$ cat config.mk
export PLATFORM = sky130hd
export DESIGN_NAME = fetch_stage
export DESIGN_NICKNAME = d
export VERILOG_FILES = /design/src/source/fetch_pkg.sv /design/src/source/fetch_ifs.sv /design/src/source/prefetcher.sv /design/src/source/fetch_fifo.sv /design/src/source/instr_predecoder.sv /design/src/source/fetch_stage.sv
export SDC_FILE = /design/constraint.sdc
export NUM_CORES = 1
export LEC_CHECK = 0
export BUFFER_PORTS_ARGS = -buffer_cell sky130_fd_sc_hd__buf_4
export CORE_ASPECT_RATIO = 0.75
export CORE_UTILIZATION = 25
export DETAILED_ROUTE_END_ITERATION = 10
export SLEW_MARGIN = 20
export SYNTH_ARGS = -nofsm -noshare
export SYNTH_HDL_FRONTEND = slang
export SYNTH_HIERARCHICAL = 1
export SYNTH_SLANG_ARGS = --single-unit
$ cat constraint.sdc
create_clock -name clk_i -period 5 [get_ports clk_i]
set_input_delay 0.25 -clock clk_i [delete_from_list [all_inputs] [get_ports clk_i]]
set_output_delay 0.25 -clock clk_i [all_outputs]
set_load 0.1 [all_outputs]
$ cat src/source/fetch_pkg.sv
// Shared widths, FIFO sizing and RV32 field layouts for the fetch front end
// FIFO_DEPTH must be a power of two and also caps the outstanding fetches
package fetch_pkg;

  localparam int ADDR_W  = 32;
  localparam int INSTR_W = 32;

  // One FIFO slot per outstanding fetch
  localparam int FIFO_DEPTH = 4;
  localparam int PTR_W      = $clog2(FIFO_DEPTH);
  // Wide enough to hold FIFO_DEPTH itself
  localparam int CNT_W      = 3;

  localparam logic [6:0] OPC_OP     = 7'b0110011;
  localparam logic [6:0] OPC_OP_IMM = 7'b0010011;

  // Register-register layout
  typedef struct packed {
    logic [6:0] funct7;
    logic [4:0] rs2;
    logic [4:0] rs1;
    logic [2:0] funct3;
    logic [4:0] rd;
    logic [6:0] opcode;
  } r_fields_t;

  // Register-immediate layout
  typedef struct packed {
    logic [11:0] imm12;
    logic [4:0]  rs1;
    logic [2:0]  funct3;
    logic [4:0]  rd;
    logic [6:0]  opcode;
  } i_fields_t;

  // Same 32 bits seen through both formats
  typedef union packed {
    r_fields_t r;
    i_fields_t i;
  } instr_word_t;

endpackage

$ cat src/source/fetch_ifs.sv
// Links inside the fetch front end
// A push is a single-cycle strobe and is never refused by the FIFO
`timescale 1ns/1ps

// Prefetcher to FIFO, space counts free entries
interface fetch_push_if
  import fetch_pkg::*;
();

  logic               push;
  logic [INSTR_W-1:0] word;
  logic [ADDR_W-1:0]  pc;
  logic               err;
  logic [CNT_W-1:0]   space;

  modport src (
    output push, word, pc, err,
    input  space
  );

  modport dst (
    input  push, word, pc, err,
    output space
  );

endinterface

// FIFO to predecoder, pop is a strobe raised only while valid is high
interface fetch_pop_if
  import fetch_pkg::*;
();

  logic               valid;
  logic [INSTR_W-1:0] word;
  logic [ADDR_W-1:0]  pc;
  logic               err;
  logic               pop;
  // FIFO is being cleared this cycle
  logic               flush;

  modport src (
    output valid, word, pc, err, flush,
    input  pop
  );

  modport dst (
    input  valid, word, pc, err, flush,
    output pop
  );

endinterface

$ cat src/source/prefetcher.sv
// Instruction bus master with req/gnt address phase and in-order rvalid responses
// Never has more fetches in flight than the FIFO has free slots
// A branch discards every in-flight response, including one still waiting for grant
`timescale 1ns/1ps

module prefetcher
  import fetch_pkg::*;
(
  input  logic               clk_i,
  input  logic               arst_n_i,
  input  logic [ADDR_W-1:0]  boot_addr_i,
  input  logic               branch_i,
  input  logic [ADDR_W-1:0]  branch_addr_i,
  output logic               instr_req_o,
  output logic [ADDR_W-1:0]  instr_addr_o,
  input  logic               instr_gnt_i,
  input  logic               instr_rvalid_i,
  input  logic [INSTR_W-1:0] instr_rdata_i,
  input  logic               instr_err_i,
  fetch_push_if.src          push
);

  logic              started_q;
  logic              branch_pend_q;
  logic              branch_pend_d;
  logic [ADDR_W-1:0] target_q;
  logic [ADDR_W-1:0] addr_q;
  logic [ADDR_W-1:0] addr_d;
  logic [ADDR_W-1:0] fetch_addr;
  logic [ADDR_W-1:0] rsp_pc_q;
  logic [ADDR_W-1:0] rsp_pc_d;
  logic [ADDR_W-1:0] rsp_pc;
  logic [CNT_W-1:0]  outst_q;
  logic [CNT_W-1:0]  outst_d;
  logic [CNT_W-1:0]  discard_q;
  logic [CNT_W-1:0]  discard_d;
  logic              grant;
  logic              stale;

  // Boot address is used until the first clock edge after reset
  assign fetch_addr = started_q ? addr_q : boot_addr_i;
  assign rsp_pc     = started_q ? rsp_pc_q : boot_addr_i;

  // Room must exist for every response already in flight
  assign instr_req_o  = started_q && (push.space > outst_q);
  assign instr_addr_o = fetch_addr;

  assign grant = instr_req_o && instr_gnt_i;
  assign stale = branch_i || (discard_q != '0);

  assign push.push = instr_rvalid_i && !stale;
  assign push.word = instr_rdata_i;
  assign push.pc   = rsp_pc;
  assign push.err  = instr_err_i;

  always_comb begin
    outst_d       = outst_q + CNT_W'(grant) - CNT_W'(instr_rvalid_i);
    addr_d        = fetch_addr;
    branch_pend_d = branch_pend_q;

    if (branch_i) begin
      if (instr_req_o && !instr_gnt_i) begin
        // Open request stays put, redirect once it is granted
        branch_pend_d = 1'b1;
      end else begin
        addr_d        = branch_addr_i;
        branch_pend_d = 1'b0;
      end
    end else if (grant) begin
      addr_d        = branch_pend_q ? target_q : fetch_addr + ADDR_W'(4);
      branch_pend_d = 1'b0;
    end

    if (branch_i) begin
      // Everything granted so far, this cycle included, is now stale
      discard_d = outst_d;
    end else begin
      discard_d = discard_q;
      if (instr_rvalid_i && (discard_q != '0)) begin
        discard_d = discard_d - CNT_W'(1);
      end
      // Held request from before the branch got its grant
      if (branch_pend_q && grant) begin
        discard_d = discard_d + CNT_W'(1);
      end
    end

    if (branch_i) begin
      rsp_pc_d = branch_addr_i;
    end else if (push.push) begin
      rsp_pc_d = rsp_pc + ADDR_W'(4);
    end else begin
      rsp_pc_d = rsp_pc;
    end
  end

  always_ff @(posedge clk_i or negedge arst_n_i) begin
    if (!arst_n_i) begin
      started_q     <= 1'b0;
      branch_pend_q <= 1'b0;
      outst_q       <= '0;
      discard_q     <= '0;
    end else begin
      started_q     <= 1'b1;
      branch_pend_q <= branch_pend_d;
      outst_q       <= outst_d;
      discard_q     <= discard_d;
    end
  end

  always_ff @(posedge clk_i) begin
    addr_q   <= addr_d;
    rsp_pc_q <= rsp_pc_d;
    if (branch_i) begin
      target_q <= branch_addr_i;
    end
  end

endmodule

$ cat src/source/fetch_fifo.sv
// Circular buffer of fetched words with their pc and bus error flag
// Write data is visible on the read side one cycle after the push
// flush_i empties the buffer and wins over a push or pop in the same cycle
`timescale 1ns/1ps

module fetch_fifo
  import fetch_pkg::*;
(
  input  logic      clk_i,
  input  logic      arst_n_i,
  input  logic      flush_i,
  fetch_push_if.dst push,
  fetch_pop_if.src  pop
);

  logic [INSTR_W-1:0] word_mem [FIFO_DEPTH];
  logic [ADDR_W-1:0]  pc_mem   [FIFO_DEPTH];
  logic               err_mem  [FIFO_DEPTH];

  logic [PTR_W-1:0] wr_ptr_q;
  logic [PTR_W-1:0] rd_ptr_q;
  logic [CNT_W-1:0] count_q;
  logic             do_pop;

  assign pop.valid  = (count_q != '0);
  assign pop.word   = word_mem[rd_ptr_q];
  assign pop.pc     = pc_mem[rd_ptr_q];
  assign pop.err    = err_mem[rd_ptr_q];
  assign pop.flush  = flush_i;

  assign push.space = CNT_W'(FIFO_DEPTH) - count_q;

  // Guard against a pop strobe on an empty buffer
  assign do_pop = pop.pop && pop.valid;

  always_ff @(posedge clk_i or negedge arst_n_i) begin
    if (!arst_n_i) begin
      wr_ptr_q <= '0;
      rd_ptr_q <= '0;
      count_q  <= '0;
    end else if (flush_i) begin
      wr_ptr_q <= '0;
      rd_ptr_q <= '0;
      count_q  <= '0;
    end else begin
      if (push.push) begin
        wr_ptr_q <= wr_ptr_q + PTR_W'(1);
      end
      if (do_pop) begin
        rd_ptr_q <= rd_ptr_q + PTR_W'(1);
      end
      count_q <= count_q + CNT_W'(push.push) - CNT_W'(do_pop);
    end
  end

  // Storage, pointers alone decide what is valid
  always_ff @(posedge clk_i) begin
    if (push.push) begin
      word_mem[wr_ptr_q] <= push.word;
      pc_mem[wr_ptr_q]   <= push.pc;
      err_mem[wr_ptr_q]  <= push.err;
    end
  end

endmodule

$ cat src/source/instr_predecoder.sv
// Single output register toward decode with a valid/ready level pair
// All id_ outputs hold while id_valid_o is high and id_ready_i is low
// Only OP and OP-IMM are recognised; any other opcode is flagged illegal
`timescale 1ns/1ps

module instr_predecoder
  import fetch_pkg::*;
(
  input  logic               clk_i,
  input  logic               arst_n_i,
  input  logic               flush_i,
  input  logic               id_ready_i,
  fetch_pop_if.dst           pop,
  output logic               id_valid_o,
  output logic [ADDR_W-1:0]  id_pc_o,
  output logic [INSTR_W-1:0] id_instr_o,
  output logic [4:0]         id_rd_o,
  output logic [4:0]         id_rs1_o,
  output logic [4:0]         id_rs2_o,
  output logic [INSTR_W-1:0] id_imm_o,
  output logic               id_is_reg_o,
  output logic               id_illegal_o,
  output logic               id_err_o
);

  logic              valid_q;
  logic [ADDR_W-1:0] pc_q;
  instr_word_t       instr_q;
  logic              err_q;
  logic              load;
  logic              known_opc;

  // Refill when empty or when decode takes the current one
  // FIFO contents are void during its clear
  assign load    = pop.valid && !pop.flush && (!valid_q || id_ready_i);
  assign pop.pop = load;

  always_ff @(posedge clk_i or negedge arst_n_i) begin
    if (!arst_n_i) begin
      valid_q <= 1'b0;
    end else if (flush_i) begin
      valid_q <= 1'b0;
    end else if (load) begin
      valid_q <= 1'b1;
    end else if (id_ready_i) begin
      valid_q <= 1'b0;
    end
  end

  always_ff @(posedge clk_i) begin
    if (load) begin
      pc_q    <= pop.pc;
      instr_q <= pop.word;
      err_q   <= pop.err;
    end
  end

  assign known_opc = (instr_q.r.opcode == OPC_OP) || (instr_q.r.opcode == OPC_OP_IMM);

  assign id_valid_o   = valid_q;
  assign id_pc_o      = pc_q;
  assign id_instr_o   = instr_q;
  assign id_err_o     = err_q;
  assign id_rd_o      = instr_q.r.rd;
  assign id_rs1_o     = instr_q.r.rs1;
  // rs2 only means something in the R view, imm only in the I view
  assign id_rs2_o     = instr_q.r.rs2;
  assign id_imm_o     = {{(INSTR_W - 12){instr_q.i.imm12[11]}}, instr_q.i.imm12};
  assign id_is_reg_o  = (instr_q.r.opcode == OPC_OP);
  assign id_illegal_o = err_q || !known_opc;

endmodule

$ cat src/source/fetch_stage.sv
// Fetch front end: prefetcher, fetch FIFO and predecoder
// boot_addr_i must be stable around reset release
// branch_i is a one-cycle pulse, branch_addr_i must be word aligned
`timescale 1ns/1ps

module fetch_stage
  import fetch_pkg::*;
(
  input  logic               clk_i,
  input  logic               arst_n_i,

  // Fetch control
  input  logic [ADDR_W-1:0]  boot_addr_i,
  input  logic               branch_i,
  input  logic [ADDR_W-1:0]  branch_addr_i,

  // Instruction bus
  output logic               instr_req_o,
  output logic [ADDR_W-1:0]  instr_addr_o,
  input  logic               instr_gnt_i,
  input  logic               instr_rvalid_i,
  input  logic [INSTR_W-1:0] instr_rdata_i,
  input  logic               instr_err_i,

  // Toward decode
  output logic               id_valid_o,
  output logic [ADDR_W-1:0]  id_pc_o,
  output logic [INSTR_W-1:0] id_instr_o,
  output logic [4:0]         id_rd_o,
  output logic [4:0]         id_rs1_o,
  output logic [4:0]         id_rs2_o,
  output logic [INSTR_W-1:0] id_imm_o,
  output logic               id_is_reg_o,
  output logic               id_illegal_o,
  output logic               id_err_o,
  input  logic               id_ready_i
);

  fetch_push_if push_if ();
  fetch_pop_if  pop_if ();

  prefetcher prefetcher_i (
    .clk_i          (clk_i),
    .arst_n_i       (arst_n_i),
    .boot_addr_i    (boot_addr_i),
    .branch_i       (branch_i),
    .branch_addr_i  (branch_addr_i),
    .instr_req_o    (instr_req_o),
    .instr_addr_o   (instr_addr_o),
    .instr_gnt_i    (instr_gnt_i),
    .instr_rvalid_i (instr_rvalid_i),
    .instr_rdata_i  (instr_rdata_i),
    .instr_err_i    (instr_err_i),
    .push           (push_if.src)
  );

  // A branch clears both storage stages in the same cycle
  fetch_fifo fetch_fifo_i (
    .clk_i    (clk_i),
    .arst_n_i (arst_n_i),
    .flush_i  (branch_i),
    .push     (push_if.dst),
    .pop      (pop_if.src)
  );

  instr_predecoder instr_predecoder_i (
    .clk_i        (clk_i),
    .arst_n_i     (arst_n_i),
    .flush_i      (branch_i),
    .id_ready_i   (id_ready_i),
    .pop          (pop_if.dst),
    .id_valid_o   (id_valid_o),
    .id_pc_o      (id_pc_o),
    .id_instr_o   (id_instr_o),
    .id_rd_o      (id_rd_o),
    .id_rs1_o     (id_rs1_o),
    .id_rs2_o     (id_rs2_o),
    .id_imm_o     (id_imm_o),
    .id_is_reg_o  (id_is_reg_o),
    .id_illegal_o (id_illegal_o),
    .id_err_o     (id_err_o)
  );

endmodule

# Word level (Yosys, flattened, before mapping)
# Memories as Yosys holds them, arrays and structs flattened. A register that Yosys moved wholly into a read port is not among the register bits.
# Index checks and enable logic that the tools add are counted.
[totals]
regBits = 112
ramBits = 260
in_bits = 103
out_inout_bits = 148
word_cells = 77
memories = 3
[memory_table]
columns = ["name", "words", "word_bits", "read_ports", "rd_clocked_by_memory_dff", "write_ports", "line", "text"]
rows = [
  ["fetch_fifo_i.pc_mem", 4, 32, 1, 1, 1, "fetch_fifo.sv:17", "logic [ADDR_W-1:0] pc_mem [FIFO_DEPTH];"],
  ["fetch_fifo_i.word_mem", 4, 32, 1, 1, 1, "fetch_fifo.sv:16", "logic [INSTR_W-1:0] word_mem [FIFO_DEPTH];"],
  ["fetch_fifo_i.err_mem", 4, 1, 1, 1, 1, "fetch_fifo.sv:18", "logic err_mem [FIFO_DEPTH];"],
]
[classes]
n_addsub = 11
n_lt_le_gt_ge = 1
n_eq_ne = 2
muxes = 25
n_reduce_logical = 24
[op_table]
columns = ["cell", "n"]
rows = [
  ["$mux W32", 8],
  ["$add A32 B3 Y32 const B", 2],
  ["$mux W3", 5],
  ["$logic_and A1 B1 Y1", 9],
  ["$reduce_bool A3 Y1", 3],
  ["$mux W1", 8],
  ["$mux W2", 4],
  ["$eq A7 B5 Y1 const B", 1],
  ["$eq A7 B6 Y1 const B", 1],
  ["$add A3 B1 Y3", 2],
  ["$reduce_bool A2 Y1", 3],
  ["$sub A3 B1 Y3", 2],
  ["$logic_not A1 Y1", 5],
  ["$add A2 B1 Y2 const B", 2],
  ["$logic_or A1 B1 Y1", 4],
  ["$add A3 B1 Y3 const B", 1],
  ["$gt A3 B3 Y1", 1],
  ["$sub A3 B1 Y3 const B", 1],
  ["$sub A3 B3 Y3 const A", 1],
]

# Logic depth before layout (Yosys ltp)
# Gate-level depths: netlist of the first run.
[logic_depth]
word_depth = 7
mapped_depth = 20

# Cells and area by module
# The synthesis of the first run kept the hierarchy.
[by_module_without_submodules]
columns = ["mod", "instances", "cells_each", "area_each_um2", "seq_area_each_um2"]
rows = [
  ["fetch_fifo", 1, 386, 9883.2, 7982.7],
  ["prefetcher", 1, 823, 6792.8, 2442.3],
  ["instr_predecoder", 1, 120, 2378.5, 1976.9],
]

# Worst setup path after synthesis of the first run
# No wires, ideal clock.
[synth_timing]
path_type = "flip-flop to flip-flop"
start = "register instr_predecoder_i.valid_q (netlist: instr_predecoder_i/id_valid_o)"
end = "register fetch_fifo_i.count_q[2]"
setup_ns = 0.119
arrival_ns = 5.464
t_required_ns = 4.881
slack_ns = -0.583
path_stages_with_launch = 12
cell_sequence = "dfrtp_1 > nand2b_1 > nor2b_1 > nor2b_1 > ha_1 > inv_1 > ha_1 > inv_1 > fa_1 > xnor2_1 > xnor2_1 > nor2_1"
[synth_via]
elab_chain_cells = 6
[synth_rtl]
columns = ["element", "line", "text"]
rows = [
  ["from (decl)", "instr_predecoder.sv:26", "logic valid_q;"],
  ["from (signal assigned)", "instr_predecoder.sv:40", "valid_q <= 1'b0;"],
  ["from (signal assigned)", "instr_predecoder.sv:42", "valid_q <= 1'b0;"],
  ["from (signal assigned)", "instr_predecoder.sv:44", "valid_q <= 1'b1;"],
  ["$logic_not A1 Y1", "instr_predecoder.sv:35", "assign load = pop.valid && !pop.flush && (!valid_q || id_ready_i);"],
  ["$logic_or A1 B1 Y1", "instr_predecoder.sv:35", ""],
  ["$logic_and A1 B1 Y1", "instr_predecoder.sv:35", ""],
  ["net pop_if.pop", "fetch_ifs.sv:37", "logic pop;"],
  ["$logic_and A1 B1 Y1", "fetch_fifo.sv:34", "assign do_pop = pop.pop && pop.valid;"],
  ["$sub A3 B1 Y3", "fetch_fifo.sv:52", "count_q <= count_q + CNT_W'(push.push) - CNT_W'(do_pop);"],
  ["$mux W3", "fetch_fifo.sv:41", "end else if (flush_i) begin"],
  ["to (signal assigned)", "fetch_fifo.sv:52", ""],
  ["to (decl)", "fetch_fifo.sv:22", "logic [CNT_W-1:0] count_q;"],
]
# The timed path passes the listed nets, and every way through them passes these cells.
# A chain may end at the register's enable or synchronous reset.

# Worst setup path after layout of the first run
[layout_timing]
start = "register fetch_fifo_i.count_q[1]"
end = "register prefetcher_i.addr_q[25]"
[layout_via]
elab_chain_cells = 6
elab_cells_between_ends = 8
[layout_rtl]
columns = ["element", "line", "text"]
rows = [
  ["$sub A3 B3 Y3 (*)", "fetch_fifo.sv:31", "assign push.space = CNT_W'(FIFO_DEPTH) - count_q;"],
  ["net push_if.space[2]", "fetch_ifs.sv:14", "logic [CNT_W-1:0] space;"],
  ["$gt A3 B3 Y1 (*)", "prefetcher.sv:45", "assign instr_req_o = started_q && (push.space > outst_q);"],
  ["$logic_and A1 B1 Y1 (*)", "prefetcher.sv:45", ""],
  ["$logic_and A1 B1 Y1, on equally long branches", "prefetcher.sv:48, prefetcher.sv:62", ""],
  ["$mux W32, on equally long branches", "prefetcher.sv:69, prefetcher.sv:62", ""],
  ["$mux W32 (*)", "prefetcher.sv:61", "if (branch_i) begin"],
  ["net prefetcher_i.addr_d[25]", "prefetcher.sv:28", "logic [ADDR_W-1:0] addr_d;"],
  ["to (signal assigned)", "prefetcher.sv:112", "addr_q <= addr_d;"],
  ["to (decl)", "prefetcher.sv:27", "logic [ADDR_W-1:0] addr_q;"],
]
# Mark *: on every way through the listed nets, which the timed path passes. The rest lies on a longest branch.

==> qor.yml, run 1 <==
run_status:
  status: "finished, final reports clean"
sta:
  finalMaxSlewViolations: 0
  setup_tns_ns: 0
  max_slew_margin: 0.302
  rsz0062_at_grt: "no"
  hold_viol: 0
  worst_pin_slew_ns: 1.05
  timing.fmax_ghz: 0.278
  min_period_over_period: 0.719
  whs_ns: 0.0712
  fin_crit_ns: 3.59
  fin_worst_skew_ns: 0.0202
  setup_viol_count_final: 0
critical_path:
  cp-end-kind: "flip-flop"
  worst_ep_arrival_time_ns: 4.11
  required_ns: 5.51
  r2r_end: "prefetcher_i/addr_q[25]$_DFF_P_"
  cp-startpoint: "fetch_fifo_i/count_q[1]$_DFF_PN0_"
  cp_max_fo: 28
  r2r-start: "fetch_fifo_i/count_q[1]$_DFF_PN0_"
  start_kind: "flip-flop"
  reg2reg_depth: 14
  ff2ff_setup_slack_ns: 1.41
  cp-endpoint: "prefetcher_i/addr_q[25]$_DFF_P_"
  path_class: "flip-flop to flip-flop"
logic_synthesis:
  synth_edf_count: 357
  async_flop_share: 0.0366
  ys_ff_latch: 437
  synthTopCellsByArea: "edfxtp_1 (56%), mux4_2 (7.7%), dfxtp_1 (6.7%)"
  netlist-cell-type-count: 72
  synth_area_um2: 19100
  synthFlopType: "edfxtp_1"
  yosysTopAreaCell: "edfxtp_1"
  avgSynthCellArea_um2: 14.3
  syn-num-nets: 1452
  ys_seq_area_frac: 0.651
  synth_most_common_cell: "edfxtp_1"
  ys_warn_count: 6
  synthTopCellsByCount: "edfxtp_1 (357), nand2_1 (140), buf_4 (87)"
  synth_top_area_frac: 0.563
  synthCells: 1329
routing:
  routedWlPerCell_um: 20.2
  firstDrtPassIters: 5
  vias: 11900
  wl_um: 53400
  ant_nets: 0
  routed_via_density: 4.52
  drtIter0Drc: 969
  post-route-drc-count: 0
grt:
  antenna_found_initial: 6
  grt_start_max_net_pins: 77
  overflow: 0
  grt_util_all_layers: 0.135
  grt_pass1_vias: 12000
  grt_first_pass_wirelength_um: 77500
floorplan:
  dieArea_um2: 77300
  die_h_um: 241
  initial_core_util: 0.253
  fp.dieW_um: 321
  core_um2: 75300
  placementRows: 87
  num_io_pins: 251
clock_network:
  post_cts_resized: 0
  root_buffer: "clkbuf_16"
  cts_buffers: 48
  clk_pin_slew_worst_paths_ns: 0.06
  cts_buffer_depth: 3
  htreeDepth: 2
  insertion_delay_ns: 0.59
  cts_num_sinks: 437
  cts_tree: "built"
layout:
  stdcell_count: 2638
  fin_area_um2: 23600
  fill_cells: 7544
  nets: 1700
  syn_to_final_growth_pct: 23.7
  drive_above_1_share: 0.277
power:
  p_per_area_nw_per_um2: 432
  p_leak_uw: 0.00839
  vdd_ir_drop_max_uv: 227
placed_design:
  placed_area_um2: 21400
  post-place-cells: 2482
  numPortBuffers: 250
  gp_congestion: 0.864
  dp_hpwl_um: 36300
min_path:
  hp-class: "input port to asynchronous set/reset pin"
job:
  maxCapViolCount: 0
[state kept, by name (all words and copies together), names as in the netlist, 2 cells and up]
name / cells
fetch_fifo_i/count_q: 3
fetch_fifo_i/err_mem: 4
fetch_fifo_i/pc_mem: 128
fetch_fifo_i/rd_ptr_q: 2
fetch_fifo_i/word_mem: 128
fetch_fifo_i/wr_ptr_q: 2
instr_predecoder_i/id_instr_o: 32
instr_predecoder_i/id_pc_o: 32
prefetcher_i/addr_q: 32
prefetcher_i/discard_q: 3
prefetcher_i/outst_q: 3
prefetcher_i/rsp_pc_q: 32
prefetcher_i/target_q: 32
[worst max-delay path, cell delays in order, from the launching register on]
cell      delay, ns
dfrtp_1        0.37
inv_1          0.08
ha_1           0.19
ha_1           0.28
inv_1          0.05
ha_1           0.32
and3_1         0.16
a211oi_2       0.18
buf_4          0.26
and2_1         0.17
inv_1          0.06
buf_4          0.23
nor2_1         0.70
a221oi_1       0.21
a32oi_1        0.22
[worst min path at each step]
stage / endpoint / slack (ns) / cells after the start / startpoint
3_3_place_gp: instr_predecoder_i/id_valid_o$_DFFE_PN0P_ / 0.15 / 1 / arst_n_i
6_report: instr_predecoder_i/id_valid_o$_DFFE_PN0P_ / 0.07 / 2 / arst_n_i
3_5_place_dp: instr_predecoder_i/id_valid_o$_DFFE_PN0P_ / 0.15 / 1 / arst_n_i
5_1_grt: instr_predecoder_i/id_valid_o$_DFFE_PN0P_ / 0.09 / 2 / arst_n_i
2_1_floorplan: fetch_fifo_i/count_q[0]$_DFF_PN0_ / -0.05 / 0 / arst_n_i
4_1_cts: instr_predecoder_i/id_valid_o$_DFFE_PN0P_ / 0.04 / 2 / arst_n_i
[what timing repair did]
action | CTS | global route
hold buffers | 68 | 0
setup buffers | 0 | 0
endpoints found under the hold margin | 229 | 0
[cells in the final DEF (no fill, tap or decap), drive strengths merged, types with 28 or more instances in the layout]
cell type / netlist / layout
buf: 110 / 272
edfxtp: 357 / 357
nor2: 44 / 44
o21ai: 57 / 57
nand2: 142 / 142
xnor2: 28 / 28
mux2i: 35 / 35
inv: 50 / 53
a21oi: 35 / 35
nand3: 30 / 30
clkbuf: 32 / 54
dfxtp: 64 / 64
mux4: 65 / 65
dlygate4sd3: 0 / 68
[per-stage QoR]
step | utilization | setup WS [ns] | total power, uW
floorplan | - | 0.488 | 6240
global placement | 0.285 | 1.45 | 6830
detailed placement | 0.285 | 1.45 | 6880
CTS | 0.313 | 1.41 | 10300
global route | 0.313 | 1.15 | 10600
finish | 0.313 | 1.41 | 10200
[report_power, final]
| part | total, uW | switching [uW] | leakage, uW | internal [uW] |
|---|---|---|---|---|
| combinational | 2470 | 1800 | 0.00369 | 673 |
| clock | 3340 | 1480 | 0.000713 | 1860 |
| sequential | 4380 | 133 | 0.00399 | 4250 |
| total | 10200 | 3410 | 0.00839 | 6780 |
[kinds of logic after synthesis]
logic type / Yosys count / share of synthesized area
fa+ha+maj: 20 / 0.0139
compound gates: 186 / 0.0625
mux: 118 / 0.106
simple gates: 335 / 0.0877
buf+inv: 192 / 0.0605
flops: 437 / 0.651
xor+xnor: 40 / 0.0184
other cells: 1 / 0.000197
[final cells by class]
| cell class | instances | area, um^2 | area share |
|---|---|---|---|
| Tap cell | 1023 | 1280 | 0.0543 |
| Multi-Input combinational cell | 700 | 5520 | 0.234 |
| Clock buffer | 54 | 1220 | 0.0519 |
| Clock inverter | 32 | 221 | 0.00939 |
| Inverter | 50 | 188 | 0.00796 |
| Sequential cell | 437 | 12400 | 0.526 |
| Antenna cell | 2 | 5.00 | 0.000212 |
| Timing Repair Buffer | 340 | 2720 | 0.115 |
[per-layer routing]
layer,vias to the layer above,share of wire,GRT usage
met5,-,0.00064,0
met4,6,0.023,0.0381
met3,70,0.083,0.0401
met2,412,0.45,0.214
met1,5999,0.45,0.180
li1,5446,-,-
No activity file was read; power rests on OpenSTA's default activity.
==> run 2, diff against run 1 <==
==> constraint.sdc (replaced) <==
create_clock -name clk_i -period 3.7 [get_ports clk_i]
set_input_delay 0.185 -clock clk_i [delete_from_list [all_inputs] [get_ports clk_i]]
set_output_delay 0.185 -clock clk_i [all_outputs]
set_load 0.1 [all_outputs]
==> run 2 against run 1 <==
Compared with the run above:
- register-to-register slack worse by 0.96 ns
- highest routed layer unchanged
- count of clock-buffer cells in the layout rose by 5
- first-iteration DRC count shrank 13%
- largest cell class unchanged
- sequential share of layout area shrank 0.73 points
==> qor.yml, run 2 (synthesis results as in run 1) <==
placed_design:
  gp_congestion: 0.836
  dp_hpwl_um: 36800
  numPortBuffers: 250
  post-place-cells: 2497
clock_network:
  cts_buffer_depth: 3
  insertion_delay_ns: 0.59
  clk_pin_slew_worst_paths_ns: 0.06
  cts_num_sinks: 437
  post_cts_resized: 0
  root_buffer: "clkbuf_16"
  htreeDepth: 2
  cts_tree: "built"
  cts_buffers: 48
critical_path:
  path_class: "flip-flop to flip-flop"
  cp_slowest_cell: "dfrtp_1"
  reg2reg_depth: 18
  start_kind: "flip-flop"
  cp_max_fo: 3
  path_delay_family: "adder cells"
  critPathBufInv: 5
  slowest_delay_ns: 0.37
  r2r_end: "prefetcher_i/discard_q[2]$_DFF_PN0_"
  required_ns: 4.19
  cp-end-kind: "flip-flop"
  worst_ep_arrival_time_ns: 3.75
  cp-startpoint: "fetch_fifo_i/count_q[1]$_DFF_PN0_"
  ff2ff_setup_slack_ns: 0.44
  cp_cell_sequence: "inv_1, ha_1, ha_1, inv_1, ha_1, and3_1, a211oi_2, and2_1, inv_1, ha_1, inv_1, ha_1, inv_1, fa_1, xnor2_1, xnor2_1, nand2_1, o21ai_0"
  r2r-start: "fetch_fifo_i/count_q[1]$_DFF_PN0_"
sta:
  worst_pin_slew_ns: 0.990
  max_slew_margin: 0.340
  fin_crit_ns: 3.26
  setup_viol_count_final: 0
  setup_tns_ns: 0
  hold_viol: 0
  fin_worst_skew_ns: 0.0288
  rsz0062_at_grt: "no"
  min_period_over_period: 0.880
  timing.fmax_ghz: 0.307
  finalMaxSlewViolations: 0
floorplan:
  core_um2: 75300
  die_h_um: 241
  fp.dieW_um: 321
  dieArea_um2: 77300
  num_io_pins: 251
  initial_core_util: 0.253
  placementRows: 87
routing:
  ant_nets: 0
  routedWlPerCell_um: 20.1
  wl_um: 53400
  drtIter0Drc: 841
  firstDrtPassIters: 5
  routed_via_density: 4.49
  post-route-drc-count: 0
  vias: 11900
grt:
  grt_pass1_vias: 12000
  grt_util_all_layers: 0.136
  grt_use_met3: 0.0422
  grt_util_met1: 0.180
  antenna_found_initial: 8
  gr-usage-met2: 0.216
  grt-busiest-layer: "met2"
  overflow: 0
  grt_start_max_net_pins: 92
  grt_first_pass_wirelength_um: 78100
layout:
  final_common_cell: "edfxtp_1"
  fill_cells: 7470
  layout_common_cells: "edfxtp_1 (357), buf_4 (281), nand2_1 (139)"
  stdcell_count: 2659
  drive_above_1_share: 0.291
  reg.largest.list: "fetch_fifo_i/pc_mem x128, fetch_fifo_i/word_mem x128"
  multi_input_area_um2: 5540
  syn_to_final_growth_pct: 25.5
  regArea_um2: 12400
  nets: 1718
power:
  switching_power_uw: 4610
  seqPwrFrac: 0.422
  clkPwrFrac: 0.336
  power.internal_uw: 9380
  p_per_area_nw_per_um2: 585
  p_sw_frac: 0.330
  vdd_ir_drop_max_uv: 348
  combPwrFrac: 0.241
  p_leak_uw: 0.00855
run_status:
  status: "finished, final reports clean"
job:
  maxCapViolCount: 0
min_path:
  hp-class: "input port to asynchronous set/reset pin"
run 2: cell count changes in the layout (fill, tap and decap cells not counted), sizes merged:
cell | before | now
buf | 272 | 287
bufinv | 2 | 3
clkbuf | 54 | 59
clkinv | 26 | 22
clkinvlp | 1 | 4
diode | 2 | 1
dlygate4sd3 | 68 | 71
inv | 53 | 52
run 2: how the worst max path moves through the flow:
stage,depth (start not counted),endpoint
2_1_floorplan,20,prefetcher_i/discard_q[2]$_DFF_PN0_
3_3_place_gp,18,prefetcher_i/discard_q[2]$_DFF_PN0_
3_5_place_dp,18,prefetcher_i/discard_q[2]$_DFF_PN0_
4_1_cts,18,prefetcher_i/discard_q[2]$_DFF_PN0_
5_1_grt,18,prefetcher_i/discard_q[2]$_DFF_PN0_
6_report,18,prefetcher_i/discard_q[2]$_DFF_PN0_
run 2: per-stage QoR:
| stage | hold slack (ns) | utilization | power (uW) | cell area (um^2) | setup slack (ns) |
|---|---|---|---|---|---|
| floorplan | -0.111 | - | 8450 | 19100 | 0.0373 |
| global placement | 0.0612 | 0.287 | 9270 | 21700 | 0.411 |
| detailed placement | 0.0666 | 0.287 | 9320 | 21700 | 0.428 |
| CTS | 0.0128 | 0.317 | 14200 | 23900 | 0.421 |
| global route | 0.0433 | 0.317 | 14600 | 23900 | 0.149 |
| finish | 0.0300 | 0.317 | 14000 | 23900 | 0.443 |
run 2: per-layer routing:
layer,part of all wire,wire (um),vias up
met5,0.0014,75,-
met4,0.020,1080,12
met3,0.077,4090,79
met2,0.46,24300,365
met1,0.45,23800,6017
li1,-,-,5468
run 2: timing repair:
| item | 4_1_cts | 5_1_grt |
|---|---|---|
| buffers inserted | 0 | 0 |
| hold buffers | 71 | 0 |
| hold endpoints to repair | 251 | 0 |
run 2: layout make-up:
type	count	area share
Antenna cell	1	0.000105
Clock buffer	59	0.0541
Timing Repair Buffer	358	0.123
Tap cell	1023	0.0535
Clock inverter	31	0.0104
Sequential cell	437	0.519
Inverter	50	0.00801
Multi-Input combinational cell	700	0.232
run 2: power by group through the flow:
stage | logic (uW) | registers [uW] | clock network (uW)
2_1_floorplan | 2120 | 6330 | 0
3_3_place_gp | 3260 | 6000 | 0
3_5_place_dp | 3310 | 6010 | 0
4_1_cts | 3390 | 5910 | 4860
5_1_grt | 3600 | 5950 | 5030
6_report | 3380 | 5910 | 4700
==> run 3, diff against run 2 <==
--- a/config.mk
+++ b/config.mk
@@ -7,8 +7,10 @@
 export LEC_CHECK = 0
 export BUFFER_PORTS_ARGS = -buffer_cell sky130_fd_sc_hd__buf_4
 export CORE_ASPECT_RATIO = 0.75
-export CORE_UTILIZATION = 25
+export CORE_UTILIZATION = 58
 export DETAILED_ROUTE_END_ITERATION = 10
+export MAX_ROUTING_LAYER = met4
+export PLACE_DENSITY = 0.8
 export SLEW_MARGIN = 20
 export SYNTH_ARGS = -nofsm -noshare
 export SYNTH_HDL_FRONTEND = slang
==> constraint.sdc (replaced) <==
create_clock -name clk_i -period 3.2 [get_ports clk_i]
set_input_delay 0.16 -clock clk_i [delete_from_list [all_inputs] [get_ports clk_i]]
set_output_delay 0.16 -clock clk_i [all_outputs]
set_load 0.1 [all_outputs]
==> run 3 against run 2 <==
Compared with the run above:
- first-iteration DRC count rose by 46%
- count of clock-buffer cells in the layout rose by 5
- clock skew fell by 0.0088 ns
- non-clock buffer count rose by 9
- sequential share of layout area rose by 1.7 points
- core utilization rose by 40 points
- largest power group unchanged
==> qor.yml, run 3 (synthesis results as in run 1) <==
layout:
  syn_to_final_growth_pct: 21.6
  nets: 1721
  stdcell_count: 2073
  finalCoreUtilization: 0.716
  drive_above_1_share: 0.298
  fill_cells: 2156
  layout_common_cells: "edfxtp_1 (357), buf_4 (289), nand2_1 (139)"
  reg.largest.list: "fetch_fifo_i/pc_mem x128, fetch_fifo_i/word_mem x128"
  final_common_cell: "edfxtp_1"
  fin_area_um2: 23200
clock_network:
  cts_num_sinks: 437
  root_buffer: "clkbuf_16"
  htreeDepth: 2
  clk_pin_slew_worst_paths_ns: 0.06
  cts_buffers: 42
  cts_buffer_depth: 3
  insertion_delay_ns: 0.55
  cts_tree: "built"
placed_design:
  gp_congestion: 0.893
  post-place-cells: 1924
  dp_hpwl_um: 29400
  numPortBuffers: 250
  placed_area_um2: 21100
routing:
  ant_nets: 0
  post-route-drc-count: 0
  vias: 12100
  wl_um: 45100
  drtIter0Drc: 1231
  firstDrtPassIters: 5
  routedWlPerCell_um: 21.8
  routed_via_density: 5.85
floorplan:
  initial_core_util: 0.588
  die_h_um: 159
  core_um2: 32400
  dieArea_um2: 33600
  fp.dieW_um: 211
  placementRows: 57
  num_io_pins: 251
grt:
  grt_first_pass_wirelength_um: 68500
  antenna_found_initial: 1
  grt_util_all_layers: 0.278
  grt_pass1_vias: 12000
  overflow: 0
  grt_start_max_net_pins: 89
critical_path:
  required_ns: 3.67
  r2r-start: "fetch_fifo_i/count_q[1]$_DFF_PN0_"
  cp-startpoint: "fetch_fifo_i/count_q[1]$_DFF_PN0_"
  path_class: "flip-flop to flip-flop"
  cp_max_fo: 3
  worst_ep_arrival_time_ns: 3.53
  cp-end-kind: "flip-flop"
  reg2reg_depth: 18
  ff2ff_setup_slack_ns: 0.13
  start_kind: "flip-flop"
  r2r_end: "prefetcher_i/discard_q[2]$_DFF_PN0_"
sta:
  hold_viol: 0
  worst_pin_slew_ns: 1.03
  max_slew_margin: 0.313
  timing.fmax_ghz: 0.326
  fin_worst_skew_ns: 0.0200
  min_period_over_period: 0.959
  setup_viol_count_final: 0
  fin_crit_ns: 3.07
  finalMaxSlewViolations: 0
job:
  maxCapViolCount: 0
power:
  p_leak_uw: 0.00850
  vdd_ir_drop_max_uv: 614
  p_per_area_nw_per_um2: 674
run_status:
  status: "finished, final reports clean"
min_path:
  hp-class: "input port to asynchronous set/reset pin"
run 3: report_power, final:
| part | leakage [uW] | switching (uW) | internal (uW) |
|---|---|---|---|
| Clock | 0.000641 | 2030 | 2760 |
| Combinational | 0.00387 | 2810 | 1160 |
| Sequential | 0.00399 | 221 | 6630 |
run 3: cell type report:
class	count	area, um^2	area share
antenna	1	2.50	0.000108
clock buffer	64	1200	0.0520
clock inverter	12	111	0.00481
inverter	50	191	0.00826
multi-input combinational	700	5650	0.244
sequential	437	12400	0.536
tap	442	553	0.0239
timing repair buffer	367	3040	0.131
run 3: worst max-delay path by stage:
stage / slack [ns] / depth (start not counted) / to
2_1_floorplan: -0.32 / 15 / fetch_fifo_i/count_q[2]$_DFF_PN0_
3_3_place_gp: 0.18 / 18 / prefetcher_i/discard_q[2]$_DFF_PN0_
3_5_place_dp: 0.10 / 18 / prefetcher_i/discard_q[2]$_DFF_PN0_
4_1_cts: 0.10 / 18 / prefetcher_i/discard_q[2]$_DFF_PN0_
5_1_grt: -0.001 / 18 / prefetcher_i/discard_q[2]$_DFF_PN0_
6_report: 0.13 / 18 / prefetcher_i/discard_q[2]$_DFF_PN0_
run 3: worst max-delay path, stage by stage (launching register included):
cell	delay, ns
dfrtp_1	0.37
inv_2	0.07
ha_4	0.16
ha_4	0.25
inv_2	0.04
ha_4	0.26
nand3b_1	0.09
a211oi_2	0.25
and2_4	0.18
inv_1	0.07
ha_4	0.21
inv_2	0.06
ha_4	0.11
inv_2	0.03
fa_2	0.37
xnor2_2	0.14
xnor2_1	0.17
nand2_1	0.07
o21ai_1	0.09
run 3: timing repair:
item                                    CTS  global route
endpoints found under the setup margin    0             1
hold buffers                             69             0
gates resized for setup                   0             2
buffers inserted                          0             3
endpoints found under the hold margin   230             0
run 3: stage by stage:
stage                     total power (uW)  setup WS, ns  hold slack [ns]  setup TNS [ns]
after global placement               10700         0.179           0.0313               0
after CTS                            15600         0.104          0.00335               0
after floorplan                       9870        -0.316           -0.136          -0.543
final                                15600         0.133           0.0334               0
after global routing                 16100      -0.00113           0.0401        -0.00113
after detailed placement             10800         0.104           0.0350               0
run 3: routing by layer:
layer / GRT usage / vias up / part of all wire
met5: - / - / 0
met4: 0.0903 / 0 / 0.032
met3: 0.0446 / 93 / 0.073
met2: 0.428 / 586 / 0.47
met1: 0.383 / 5976 / 0.42
li1: - / 5462 / -
